### src/tetris_pkg.sv
package tetris_pkg;

	////////////////////
	// Board geometry
	////////////////////
	localparam logic [5:0] X_BEGIN = 6'd10; // First field column
	localparam logic [5:0] X_END   = 6'd20; // First column right of field
	localparam logic [4:0] Y_BEGIN = 5'd5;  // Top field row
	localparam logic [4:0] Y_END   = 5'd24; // Floor row, never occupied

	// Spawn point, relative to field corner
	localparam logic [5:0] SPAWN_X = 6'd5;
	localparam logic [4:0] SPAWN_Y = 5'd1;

	localparam logic [2:0] GRAVITY_PERIOD = 3'd4; // Frames per fall step
	localparam logic [2:0] INPUT_PERIOD   = 3'd2; // Frames per button action
	localparam logic [2:0] NUM_PIECES     = 3'd7;

	////////////////////
	// Frame schedule
	////////////////////
	localparam logic [5:0] STEP_CHK_DOWN  = 6'd0;
	localparam logic [5:0] STEP_CHK_LEFT  = 6'd8;
	localparam logic [5:0] STEP_CHK_RIGHT = 6'd16;
	localparam logic [5:0] STEP_CHK_ROT   = 6'd24;
	localparam logic [5:0] STEP_ERASE     = 6'd32; // Four cells
	localparam logic [5:0] STEP_UPDATE    = 6'd36; // Single step
	localparam logic [5:0] STEP_WRITE     = 6'd40; // Four cells
	localparam logic [5:0] STEP_SPAWN     = 6'd44;
	localparam logic [5:0] FRAME_STEPS    = 6'd48; // Idle from here on

	typedef logic [2:0] cell_t;     // 0 = empty
	typedef logic [2:0] piece_id_t; // Shape number and colour
	typedef logic [1:0] rot_t;

	// One cell inside the 4x4 piece box
	typedef struct packed {
		logic [1:0] row;
		logic [1:0] col;
	} cell_ofs_t;

	typedef cell_ofs_t [3:0] shape_t;

	typedef struct packed {
		logic [4:0] row;
		logic [5:0] col;
	} board_rc_t;

	// Memory sees a flat word, game logic sees row and column
	typedef union packed {
		logic [10:0] flat;
		board_rc_t   rc;
	} board_addr_t;

	typedef struct packed {
		piece_id_t  id;
		rot_t       rot;
		logic [5:0] pos_x; // Box corner, field relative
		logic [4:0] pos_y;
	} piece_t;

	typedef struct packed {
		logic rot;
		logic left;
		logic right;
	} btn_t;

	typedef enum logic [3:0] {
		PH_IDLE,
		PH_CHK_DOWN,
		PH_CHK_LEFT,
		PH_CHK_RIGHT,
		PH_CHK_ROT,
		PH_ERASE,
		PH_UPDATE,
		PH_WRITE,
		PH_SPAWN
	} phase_t;

	typedef struct packed {
		phase_t     phase;
		logic [2:0] idx;          // Step inside phase
		logic       gravity_tick; // Steady for whole frame
		logic       input_ok;
	} frame_ctl_t;

	typedef struct packed {
		logic can_down;
		logic can_left;
		logic can_right;
		logic can_rot;
	} moves_t;

	typedef struct packed {
		piece_id_t id;
		rot_t      rot;
	} status_t;

	// Absolute board position of one piece cell
	function automatic board_addr_t cell_addr(input piece_t p, input cell_ofs_t ofs);
		board_addr_t a;
		a.rc.row = Y_BEGIN + p.pos_y + 5'(ofs.row);
		a.rc.col = X_BEGIN + p.pos_x + 6'(ofs.col);
		return a;
	endfunction

endpackage
### src/board_writer.sv
module board_writer import tetris_pkg::*; (
	input  logic        clk,
	input  logic        rst_n,
	input  frame_ctl_t  ctl,
	input  piece_t      piece,
	input  shape_t      shape,
	output board_addr_t wr_addr,
	output cell_t       wr_data,
	output logic        wr_en
);

	logic active; // Erase or write step

	assign active = ctl.phase inside {PH_ERASE, PH_WRITE};

	// Strobe one cycle behind the step
	always_ff @(posedge clk)
	begin
		if (!rst_n)
			wr_en <= 1'b0;
		else
			wr_en <= active;
	end

	////////////////////
	// Cell address, data
	////////////////////
	always_ff @(posedge clk)
	begin
		if (active)
		begin
			wr_addr <= cell_addr(piece, shape[ctl.idx[1:0]]);
			wr_data <= (ctl.phase == PH_WRITE) ? piece.id : '0; // Erase writes empty
		end
	end

	// Only cell steps 0..3 write, so no cell index wraps
	assert property (@(posedge clk) disable iff (!rst_n)
		wr_en |-> $past(ctl.idx) <= 3'd3);

endmodule

### src/collision_checker.sv
module collision_checker import tetris_pkg::*; (
	input  logic        clk,
	input  logic        rst_n,
	input  frame_ctl_t  ctl,
	input  piece_t      piece,
	input  shape_t      shape,
	input  cell_t       rd_data,
	output board_addr_t rd_addr,
	output moves_t      moves
);

	rot_t        next_rot;
	shape_t      next_shape;   // Offsets one rotation on
	logic        is_chk;
	logic        use_next;     // Rotate check reads next offsets
	logic [1:0]  rd_k;         // Cell being addressed
	logic [1:0]  ev_k;         // Cell whose data is back
	logic        ev_win;       // idx 2..5
	logic [4:0]  d_row;
	logic [5:0]  d_col;        // Two's complement shift
	moves_t      sel;          // Flag owned by this phase
	cell_ofs_t   rd_ofs;
	cell_ofs_t   ev_ofs;
	board_addr_t rd_tgt;
	board_addr_t ev_tgt;
	board_addr_t own_addr [4]; // Piece cells as drawn now
	logic        is_own;
	logic        blocked;

	// Target cell of a move
	function automatic board_addr_t moved(input piece_t p, input cell_ofs_t ofs,
		input logic [4:0] dr, input logic [5:0] dc);
		board_addr_t a;
		a = cell_addr(p, ofs);
		a.rc.row = a.rc.row + dr;
		a.rc.col = a.rc.col + dc;
		return a;
	endfunction

	assign next_rot = piece.rot + 2'd1;

	shape_rom u_next_rom (
		.id    (piece.id),
		.rot   (next_rot),
		.shape (next_shape)
	);

	assign is_chk   = ctl.phase inside {PH_CHK_DOWN, PH_CHK_LEFT, PH_CHK_RIGHT, PH_CHK_ROT};
	assign use_next = ctl.phase == PH_CHK_ROT;
	assign rd_k     = ctl.idx[1:0];
	assign ev_k     = 2'(ctl.idx - 3'd2); // Read data lags address by two steps
	assign ev_win   = (ctl.idx >= 3'd2) && (ctl.idx <= 3'd5);

	// Shift and flag per check
	always_comb
	begin
		d_row = '0;
		d_col = '0;
		sel   = '0;
		case (ctl.phase)
			PH_CHK_DOWN:
			begin
				d_row        = 5'd1;
				sel.can_down = 1'b1;
			end
			PH_CHK_LEFT:
			begin
				d_col        = '1; // Minus one
				sel.can_left = 1'b1;
			end
			PH_CHK_RIGHT:
			begin
				d_col         = 6'd1;
				sel.can_right = 1'b1;
			end
			PH_CHK_ROT:
				sel.can_rot = 1'b1; // No shift, new offsets
			default:
			begin
			end
		endcase
	end

	assign rd_ofs = use_next ? next_shape[rd_k] : shape[rd_k];
	assign ev_ofs = use_next ? next_shape[ev_k] : shape[ev_k];
	assign rd_tgt = moved(piece, rd_ofs, d_row, d_col);
	assign ev_tgt = moved(piece, ev_ofs, d_row, d_col);

	always_comb
	begin
		for (int j = 0; j < 4; j++)
			own_addr[j] = cell_addr(piece, shape[j]);
	end

	////////////////////
	// Blocking test
	////////////////////
	always_comb
	begin
		is_own = 1'b0;
		for (int j = 0; j < 4; j++)
		begin
			if (own_addr[j].flat == ev_tgt.flat)
				is_own = 1'b1; // Piece never blocks itself
		end
		blocked = (rd_data != '0) && !is_own;
		case (ctl.phase)
			PH_CHK_DOWN:
				if (ev_tgt.rc.row == Y_END)
					blocked = 1'b1;
			PH_CHK_RIGHT:
				if (ev_tgt.rc.col == X_END)
					blocked = 1'b1;
			PH_CHK_LEFT:
				if (own_addr[ev_k].rc.col == X_BEGIN)
					blocked = 1'b1;
			default:
			begin
			end
		endcase
	end

	always_ff @(posedge clk)
	begin
		if (!rst_n)
		begin
			rd_addr <= '0;
			moves   <= '0;
		end
		else if (is_chk)
		begin
			if (ctl.idx <= 3'd3)
				rd_addr <= rd_tgt;
			if (ctl.idx == 3'd0)
				moves <= moves_t'(moves | sel); // Assume free
			else if (ev_win && blocked)
				moves <= moves_t'(moves & ~sel);
		end
	end

	// Read port quiet outside the checks
	assert property (@(posedge clk) disable iff (!rst_n)
		!is_chk |=> $stable(rd_addr));

endmodule

### src/frame_sequencer.sv
module frame_sequencer import tetris_pkg::*; (
	input  logic       clk,
	input  logic       rst_n,
	input  logic       en,
	output frame_ctl_t ctl,
	output piece_id_t  random_id
);

	logic       en_q;
	logic       en_rise;
	logic [5:0] step;      // Holds at FRAME_STEPS when idle
	logic       busy;
	logic       frame_end;
	logic [2:0] grav_cnt;  // Frames mod GRAVITY_PERIOD
	logic [2:0] input_cnt; // Frames mod INPUT_PERIOD

	assign en_rise   = en & ~en_q;
	assign busy      = step < FRAME_STEPS;
	assign frame_end = step == FRAME_STEPS - 6'd1;

	////////////////////
	// Step counter
	////////////////////
	always_ff @(posedge clk)
	begin
		if (!rst_n)
		begin
			en_q <= 1'b0;
			step <= FRAME_STEPS;
		end
		else
		begin
			en_q <= en;
			if (busy)
				step <= step + 6'd1; // Edges mid-frame are dropped here
			else if (en_rise)
				step <= '0;
		end
	end

	// Frame rate counters, advance only between frames
	always_ff @(posedge clk)
	begin
		if (!rst_n)
		begin
			grav_cnt  <= '0;
			input_cnt <= '0;
		end
		else if (frame_end)
		begin
			grav_cnt  <= (grav_cnt == GRAVITY_PERIOD - 3'd1) ? '0 : grav_cnt + 3'd1;
			input_cnt <= (input_cnt == INPUT_PERIOD - 3'd1) ? '0 : input_cnt + 3'd1;
		end
	end

	// Free running, sampled whenever a piece lands
	always_ff @(posedge clk)
	begin
		if (!rst_n)
			random_id <= 3'd1;
		else
			random_id <= (random_id == NUM_PIECES) ? 3'd1 : random_id + 3'd1;
	end

	////////////////////
	// Phase decode
	////////////////////
	always_comb
	begin
		ctl.idx          = step[2:0]; // Phases start on multiples of 4
		ctl.gravity_tick = grav_cnt == GRAVITY_PERIOD - 3'd1;
		ctl.input_ok     = input_cnt == '0;
		ctl.phase        = PH_IDLE;
		if (step < STEP_CHK_LEFT)
			ctl.phase = PH_CHK_DOWN;
		else if (step < STEP_CHK_RIGHT)
			ctl.phase = PH_CHK_LEFT;
		else if (step < STEP_CHK_ROT)
			ctl.phase = PH_CHK_RIGHT;
		else if (step < STEP_ERASE)
			ctl.phase = PH_CHK_ROT;
		else if (step < STEP_UPDATE)
			ctl.phase = PH_ERASE;
		else if (step == STEP_UPDATE)
			ctl.phase = PH_UPDATE;
		else if (step >= STEP_WRITE && step < STEP_SPAWN)
			ctl.phase = PH_WRITE;
		else if (step == STEP_SPAWN)
			ctl.phase = PH_SPAWN;
	end

	// Spawned id must be a real piece
	assert property (@(posedge clk) disable iff (!rst_n)
		random_id inside {[3'd1 : NUM_PIECES]});

endmodule

### src/piece_state.sv
module piece_state import tetris_pkg::*; (
	input  logic       clk,
	input  logic       rst_n,
	input  frame_ctl_t ctl,
	input  moves_t     moves,
	input  btn_t       btn,
	input  piece_id_t  random_id,
	output piece_t     piece,
	output shape_t     shape,
	output status_t    status
);

	shape_t rom_shape;  // Offsets for current id and rot
	logic   landed_now; // Gravity frame, floor or stack below
	logic   landed;     // Kept from update to spawn
	logic   reload;     // Shape load strobe
	logic   side_ok;    // Common gate for sideways and rotate
	logic   go_right;
	logic   go_left;
	logic   go_rot;

	shape_rom u_shape_rom (
		.id    (piece.id),
		.rot   (piece.rot),
		.shape (rom_shape)
	);

	assign landed_now = ctl.gravity_tick & ~moves.can_down;
	assign side_ok    = ctl.input_ok & ~landed_now;
	assign go_right   = side_ok & btn.right & ~btn.left & moves.can_right; // Both pressed cancel
	assign go_left    = side_ok & btn.left & ~btn.right & moves.can_left;
	assign go_rot     = side_ok & btn.rot & moves.can_rot;

	////////////////////
	// Update and spawn
	////////////////////
	always_ff @(posedge clk)
	begin
		if (!rst_n)
		begin
			piece  <= '{id: 3'd1, rot: 2'd0, pos_x: SPAWN_X, pos_y: SPAWN_Y};
			landed <= 1'b0;
			reload <= 1'b1; // Pick up first shape right after reset
		end
		else
		begin
			reload <= 1'b0;
			case (ctl.phase)
				PH_UPDATE:
				begin
					if (ctl.gravity_tick && moves.can_down)
						piece.pos_y <= piece.pos_y + 5'd1;
					if (go_right)
						piece.pos_x <= piece.pos_x + 6'd1;
					else if (go_left)
						piece.pos_x <= piece.pos_x - 6'd1;
					if (go_rot)
						piece.rot <= piece.rot + 2'd1; // Wraps mod 4
					landed <= landed_now;
					reload <= 1'b1;
				end
				PH_SPAWN:
				begin
					if (landed)
					begin
						piece  <= '{id: random_id, rot: 2'd0, pos_x: SPAWN_X, pos_y: SPAWN_Y};
						reload <= 1'b1;
					end
				end
				default:
				begin
				end
			endcase
		end
	end

	// Offsets registered one cycle after a change
	always_ff @(posedge clk)
	begin
		if (reload)
			shape <= rom_shape;
	end

	assign status = '{id: piece.id, rot: piece.rot};

endmodule

### src/shape_rom.sv
module shape_rom import tetris_pkg::*; (
	input  piece_id_t id,
	input  rot_t      rot,
	output shape_t    shape
);

	// Each nibble is one cell as {row, col} in the 4x4 box
	always_comb
	begin
		case ({id, rot})
			// Bar
			{3'd1, 2'd0}: shape = shape_t'(16'h4567);
			{3'd1, 2'd1}: shape = shape_t'(16'h26AE);
			{3'd1, 2'd2}: shape = shape_t'(16'h89AB);
			{3'd1, 2'd3}: shape = shape_t'(16'h159D);
			// Square, same in all rotations
			{3'd2, 2'd0}: shape = shape_t'(16'h1256);
			{3'd2, 2'd1}: shape = shape_t'(16'h1256);
			{3'd2, 2'd2}: shape = shape_t'(16'h1256);
			{3'd2, 2'd3}: shape = shape_t'(16'h1256);
			// First L, hook top left
			{3'd3, 2'd0}: shape = shape_t'(16'h0456);
			{3'd3, 2'd1}: shape = shape_t'(16'h1259);
			{3'd3, 2'd2}: shape = shape_t'(16'h456A);
			{3'd3, 2'd3}: shape = shape_t'(16'h1589);
			// Second L, hook top right
			{3'd4, 2'd0}: shape = shape_t'(16'h2456);
			{3'd4, 2'd1}: shape = shape_t'(16'h159A);
			{3'd4, 2'd2}: shape = shape_t'(16'h4568);
			{3'd4, 2'd3}: shape = shape_t'(16'h0159);
			// First zigzag
			{3'd5, 2'd0}: shape = shape_t'(16'h1245);
			{3'd5, 2'd1}: shape = shape_t'(16'h156A);
			{3'd5, 2'd2}: shape = shape_t'(16'h5689);
			{3'd5, 2'd3}: shape = shape_t'(16'h0459);
			// Second zigzag
			{3'd6, 2'd0}: shape = shape_t'(16'h0156);
			{3'd6, 2'd1}: shape = shape_t'(16'h2569);
			{3'd6, 2'd2}: shape = shape_t'(16'h459A);
			{3'd6, 2'd3}: shape = shape_t'(16'h1458);
			// T
			{3'd7, 2'd0}: shape = shape_t'(16'h1456);
			{3'd7, 2'd1}: shape = shape_t'(16'h1569);
			{3'd7, 2'd2}: shape = shape_t'(16'h4569);
			{3'd7, 2'd3}: shape = shape_t'(16'h1459);
			default:      shape = '0; // Code 0 is empty, no shape
		endcase
	end

endmodule

### src/tetris_game.sv
module tetris_game import tetris_pkg::*; (
	input  logic        clk,
	input  logic        rst_n,
	input  logic        en,
	input  btn_t        btn,
	input  cell_t       rd_data,
	output board_addr_t rd_addr,
	output board_addr_t wr_addr,
	output cell_t       wr_data,
	output logic        wr_en,
	output status_t     status
);

	frame_ctl_t ctl;       // Frame schedule to all blocks
	piece_id_t  random_id;
	piece_t     piece;
	shape_t     shape;     // Current cell offsets
	moves_t     moves;

	frame_sequencer u_frame_sequencer (
		.clk       (clk),
		.rst_n     (rst_n),
		.en        (en),
		.ctl       (ctl),
		.random_id (random_id)
	);

	piece_state u_piece_state (
		.clk       (clk),
		.rst_n     (rst_n),
		.ctl       (ctl),
		.moves     (moves),
		.btn       (btn),
		.random_id (random_id),
		.piece     (piece),
		.shape     (shape),
		.status    (status)
	);

	// Board read side
	collision_checker u_collision_checker (
		.clk     (clk),
		.rst_n   (rst_n),
		.ctl     (ctl),
		.piece   (piece),
		.shape   (shape),
		.rd_data (rd_data),
		.rd_addr (rd_addr),
		.moves   (moves)
	);

	// Board write side
	board_writer u_board_writer (
		.clk     (clk),
		.rst_n   (rst_n),
		.ctl     (ctl),
		.piece   (piece),
		.shape   (shape),
		.wr_addr (wr_addr),
		.wr_data (wr_data),
		.wr_en   (wr_en)
	);

endmodule

### config.mk
export PLATFORM = sky130hd
export DESIGN_NAME = tetris_game
export DESIGN_NICKNAME = d
export VERILOG_FILES = /design/src/tetris_pkg.sv /design/src/board_writer.sv /design/src/collision_checker.sv /design/src/frame_sequencer.sv /design/src/piece_state.sv /design/src/shape_rom.sv /design/src/tetris_game.sv
export SDC_FILE = /design/constraint.sdc
export NUM_CORES = 1
export LEC_CHECK = 0
export BUFFER_PORTS_ARGS = -buffer_cell sky130_fd_sc_hd__buf_2
export CAP_MARGIN = 10
export CORE_MARGIN = 1.5
export CORE_UTILIZATION = 40
export DETAILED_ROUTE_END_ITERATION = 10
export HOLD_SLACK_MARGIN = 0.02
export PLACE_DENSITY_LB_ADDON = 0.05
export REMOVE_ABC_BUFFERS = 1
export SLEW_MARGIN = 0
export SYNTH_ARGS = -nofsm -noshare
export SYNTH_HDL_FRONTEND = slang
export SYNTH_SLANG_ARGS = --single-unit
### constraint.sdc
create_clock -name clk -period 5.3 [get_ports clk]
set_input_delay 0.795 -clock clk [delete_from_list [all_inputs] [get_ports clk]]
set_output_delay 0.795 -clock clk [all_outputs]
set_load 0.02 [all_outputs]
======== After elaboration in Yosys (flattened, before gate mapping) ========
Memories as Yosys holds them, arrays and structs flattened. A register that Yosys moved wholly into a read port is not among the register bits.
Cells that the tools add are included.
cells by class
  mux-type cells .......................... 49
  bitwise gates (word level) .............. 21
  equal/unequal tests ..................... 25
  order comparisons ....................... 14
  reduce and logical (&&, ||, !) cells .... 21
  add/sub/neg operators ................... 29
operators with widths
  operator                                            number
  two-way mux 4 bit                                   16
  == test 11 bit                                      4
  adder 6 x 2 -> 6 bit                                7
  two-way mux 6 bit                                   6
  adder 5 x 2 -> 5 bit                                7
  binary-select mux 4 bit (select 2 bit)              4
  case mux 13 bit (2 select lines)                    1
  < comparator 6 bit, second input constant           4
  binary-select mux 11 bit (select 2 bit)             1
  == test 6 bit, second input constant                3
  == test 4 x 3 -> 1 bit, second input constant       4
  two-way mux 1 bit                                   13
  two-way mux 13 bit                                  1
  adder 6 x 1 -> 6 bit, second input constant         2
  adder 6 bit                                         2
  < comparator 6 x 5 -> 1 bit, second input constant  2
  case mux 6 bit (2 select lines)                     1
  AND 1 bit                                           11
  adder 5 x 1 -> 5 bit                                2
  adder 3 x 1 -> 3 bit, second input constant         3
  AND reduction 3 bit                                 3
  == test 4 x 2 -> 1 bit, second input constant       2
  nonzero test 2 bit                                  4
  adder 4 x 6 -> 6 bit, first input constant          1
  other kinds (39)                                    55
word-level totals
  logic and storage cells ................. 180
  output and inout bits ................... 31
  memories ................................ 2
  input port bits ......................... 9
  register bits after elaboration ......... 64
  bits in read-only memories .............. 1024
memory list
  memory            words  width  rd ports  clocked after memory_dff  wr ports  RTL line         RTL
  (name not given)  32     16     1         0                         0         shape_rom.sv:10  case ({id, rot})
  (name not given)  32     16     1         1                         0         shape_rom.sv:10

======== Depth between registers and ports, before layout ========
  depth after elaboration ................. 25
  gate-level depth with buffers ........... 23
  gate-level depth less buffers ........... 21

======== By module ========
Synthesis repeated with hierarchy kept, for this count alone.
second synthesis, totals
  cell total of the unflattened synthesis .. 872
  area, all modules ....................... 7870.0 um2
by module, submodules not included
  module                                       times used  sequential area each (um2)  cells an instance  area each (um2)
  collision_checker                            1           300.3                       377                3224.3
  piece_state                                  1           840.8                       140                1535.2
  frame_sequencer                              1           320.3                       100                864.6
  board_writer                                 1           440.4                       55                 842.1
  shape_rom at u_piece_state.u_shape_rom       1           0.0                         102                709.4
  shape_rom at u_collision_checker.u_next_rom  1           0.0                         98                 694.4

======== Worst setup path after synthesis ========
OpenSTA, ideal clock, no wires.
  kind .................................... register to register
  start point ............................. register, netlist name u_piece_state.piece[12]
  end point ............................... register (tool-made name)
  data required time ...................... 5231 ps
  arrival ................................. 4706 ps
  path buffers ............................ 1
  stages on the path, launching flop included .. 21
  period minus slack after synthesis ...... 4775 ps
  path slack .............................. 525 ps
  setup time .............................. 69 ps
  cell sequence ........................... dfxtp_1 > clkbuf_1 > inv_1 > ha_1 > inv_1 > mux4_2 > a211oi_1 > a21o_1 > mux2i_1 > o21ai_0 > fa_1 > inv_1 > ha_1 > fa_1 > a21o_1 > a21oi_1 > xnor2_1 > or4_1 > a2111oi_2 > nor4_2 > o21ai_1

==> flow_summary_export.csv <==
group,metric,value,unit
run_status,status,"complete, no violations",
yosys,syn-mean-instance-area,8.630,um2
yosys,ys.flop_type,"dfxtp_1",
flow_run,cap_violations,0,
place,pre_cts_ws,0.1862,ns
clocking,cts_buffers,9,
layout,diodes,0,
die,fp.dieH,136.7,um
power_and_ir_drop,p_int,1.200,mW
timing,fin_worst_skew,0.01106,ns
clocking,cts_resized,0,
die,rows,48,
worst_setup_path,critical_path.max_fanout,8,
timing,post-route-min-period,4.956,ns
die,die_w,136.7,um
place,place_congestion,0.9551,
layout,layout_commonest_cell,"nand2_1",
power_and_ir_drop,combinationalPowerShare,19.9,%
yosys,synth_area,7154,um2
route,wire_per_inst,19.62,um
die,core_area,17420,um2
power_and_ir_drop,vdd_drop_max,0.1977,mV
die,die-area,18700,um2
global_route,grt_usage,23.29,%
hold_path,worstHoldPathType,"reg2reg",
yosys,async_flop_share,0,%
global_route,grt_pass1_wl,32900,um
power_and_ir_drop,swShare,29.64,%
clocking,cts_tree,"built",
layout,multiInputGateArea,4838,um2
layout,layoutNonFillerInstCount,1073,
worst_setup_path,startpoint_type,"flop",
power_and_ir_drop,p_seq_share,40.1,%
yosys,synth_edf_count,29,
place,detailed_place_hpwl,15940,um
timing,timing.fmax,201.8,MHz
layout,final_cell_mix,"nand2_1, a21oi_1, nor2_1, ha_1, inv_1",
timing,rsz0062_at_grt,"no",
global_route,grt_remaining_overflow,0,
timing,hold_viol_final,0,
clocking,clockBufferDepth,2,
timing,final.period_utilization,93.52,%
route,via_count,6095,
route,vias_per_cell,5.680,
die,io-pin-count,40,
route,final_antenna_net_count,0,
timing,setup_viol,0,
yosys,yosysUniqueCellTypes,73,
power_and_ir_drop,p_sw,0.5057,mW
worst_setup_path,rr_startpoint,"u_piece_state.piece[12]$_SDFFE_PN0P_",
clocking,ctsHoldBuffers,0,
worst_setup_path,rr_worst_depth,19,
timing,tightest_slew,0.9211,ns
die,initial_core_util,41.08,%
clocking,clkSlewWorstSetupHoldPaths,0.07,ns
route,drt_iter0_drc,407,
worst_setup_path,path_class,"reg2reg",
timing,slew_headroom,38.59,%
timing,drv_slew,0,
yosys,synthesis.instances,829,
yosys,synth.yosys.warnings,0,
layout,nets,925,
global_route,antenna_found_initial,0,
route,first_pass_iters,5,
clocking,root_buffer,"clkbuf_16",
power_and_ir_drop,clkPwrFrac,39.9,%
yosys,ys_ff_latch,79,
worst_setup_path,worstPathRequired,5.58,ns
clocking,worstSkewPairLatency,0.35,ns
layout,drive_above_1_share,13.56,%
layout,regArea,1876,um2
yosys,ys_seq_area_share,26.16,%
place,io_buffers,39,
power_and_ir_drop,p_per_area,215.8,nW/um2
layout,synthToLayoutAreaGrowth,10.51,%
power_and_ir_drop,cellLeakagePower,3.337,nW
clocking,ctsHtreeMaxLevel,3,
global_route,grt_max_degree,50,
clocking,cts_num_sinks,79,
worst_setup_path,arrival,5.23,ns
worst_setup_path,crit_start,"u_piece_state.piece[12]$_SDFFE_PN0P_",
worst_setup_path,ff2ff_setup_slack,0.34,ns
clocking,cts_setup_buffers,0,
place,dp_cells,1057,
worst_setup_path,end_kind,"flop",
route,wirelength,21050,um
global_route,grt_pass1_vias,5994,
layout,num-fill-cells,1729,
route,drc,0,
timing,fin_ws,0.3436,ns
power by group through the flow:
stage,sequential (mW),combinational (mW),clock [mW]
detailed placement,0.699,0.337,0
finish,0.685,0.340,0.681
global route,0.689,0.375,0.722
global placement,0.698,0.330,0
CTS,0.685,0.339,0.702
floorplan,0.712,0.218,0
cell type report:
type | instances | area share (%)
clock buffers | 11 | 3.213
clock inverters | 5 | 0.7596
inverters | 55 | 2.611
multi-input cells | 633 | 61.20
flip-flops and latches | 79 | 23.72
well taps | 225 | 3.561
repair buffers | 65 | 4.937
sequential cells by signal, indices dropped and copies added (netlist names), named ones only:
register                     cells
u_piece_state.piece             16
u_piece_state.shape             15
u_board_writer.wr_addr          11
u_collision_checker.rd_addr     11
u_frame_sequencer.step           6
u_board_writer.wr_data           3
u_frame_sequencer.grav_cnt       3
u_frame_sequencer.input_cnt      3
u_frame_sequencer.random_id      3
u_board_writer.wr_en             1
u_frame_sequencer.en_q           1
u_piece_state.landed             1
u_piece_state.reload             1
critical path, cell delays in order (launching register included):
cell,delay (ns)
dfxtp_1,0.45
inv_1,0.17
ha_1,0.40
inv_1,0.09
mux4_2,0.44
a211oi_1,0.24
a21o_1,0.14
mux2i_1,0.07
o21ai_0,0.21
fa_1,0.20
inv_1,0.04
ha_1,0.22
fa_1,0.41
a21o_1,0.22
a21oi_2,0.23
xnor2_2,0.14
or4_1,0.55
a2111oi_2,0.37
nor4_2,0.12
o21ai_1,0.16
layer usage:
layer  vias to the layer above  GRT usage (%)  share of wire (%)
met2                       180          38.89                 48
met5                         -              0                  0
met3                        28          3.852                5.0
met4                         0          7.979                2.4
li1                       2966              -                  -
met1                      2921          30.40                 45
metrics by stage:
step	utilization (%)	hold slack (ns)	TNS (ns)	power, mW	cell area (um2)
final	45.40	0.4133	0	1.706	7906
after global routing	45.40	0.4449	0	1.787	7906
after CTS	45.25	0.4210	0	1.726	7881
after detailed placement	43.45	0.4048	0	1.036	7567
after global placement	43.45	0.4016	0	1.028	7567
after floorplan	-	0.3756	-1.438	0.9297	6893
how the worst min path moves through the flow:
stage,end,start,slack [ns],cells past startpoint
floorplan,u_frame_sequencer.random_id[0]$_SDFF_PP1_,u_frame_sequencer.random_id[0]$_SDFF_PP1_,0.38,1
global placement,u_frame_sequencer.random_id[0]$_SDFF_PP1_,u_frame_sequencer.random_id[0]$_SDFF_PP1_,0.40,1
detailed placement,u_frame_sequencer.random_id[0]$_SDFF_PP1_,u_frame_sequencer.random_id[0]$_SDFF_PP1_,0.40,1
CTS,u_frame_sequencer.random_id[0]$_SDFF_PP1_,u_frame_sequencer.random_id[0]$_SDFF_PP1_,0.42,1
global route,u_frame_sequencer.random_id[0]$_SDFF_PP1_,u_frame_sequencer.random_id[0]$_SDFF_PP1_,0.44,1
finish,u_frame_sequencer.random_id[0]$_SDFF_PP1_,u_frame_sequencer.random_id[0]$_SDFF_PP1_,0.41,1
synth_stat cells (20+ instances only):
library cell,count,area (um2)
clkbuf_1,44,165.2
mux2i_1,20,200.2
dfxtp_1,50,1001
xnor2_1,36,315.3
nand3_1,22,110.1
edfxtp_1,29,870.8
a21oi_1,60,300.3
fa_1,21,420.4
nand2_1,71,266.5
inv_1,50,187.7
ha_1,52,650.6
nor2_1,54,202.7
o21ai_0,38,190.2
xor2_1,27,236.5
cell families (layout without fill, tap and decap cells):
family	after synthesis	count (layout)	synth area share, %
multiplexers	32	32	5.946
adder cells (fa/ha/maj)	73	73	14.97
flip-flops	79	79	26.16
buffers and inverters	117	136	6.541
AND/OR/NAND/NOR	253	253	17.84
AO/OA/AOI/OAI	205	205	18.85
XOR/XNOR	70	70	9.689
(Power assumes the default switching activity.)
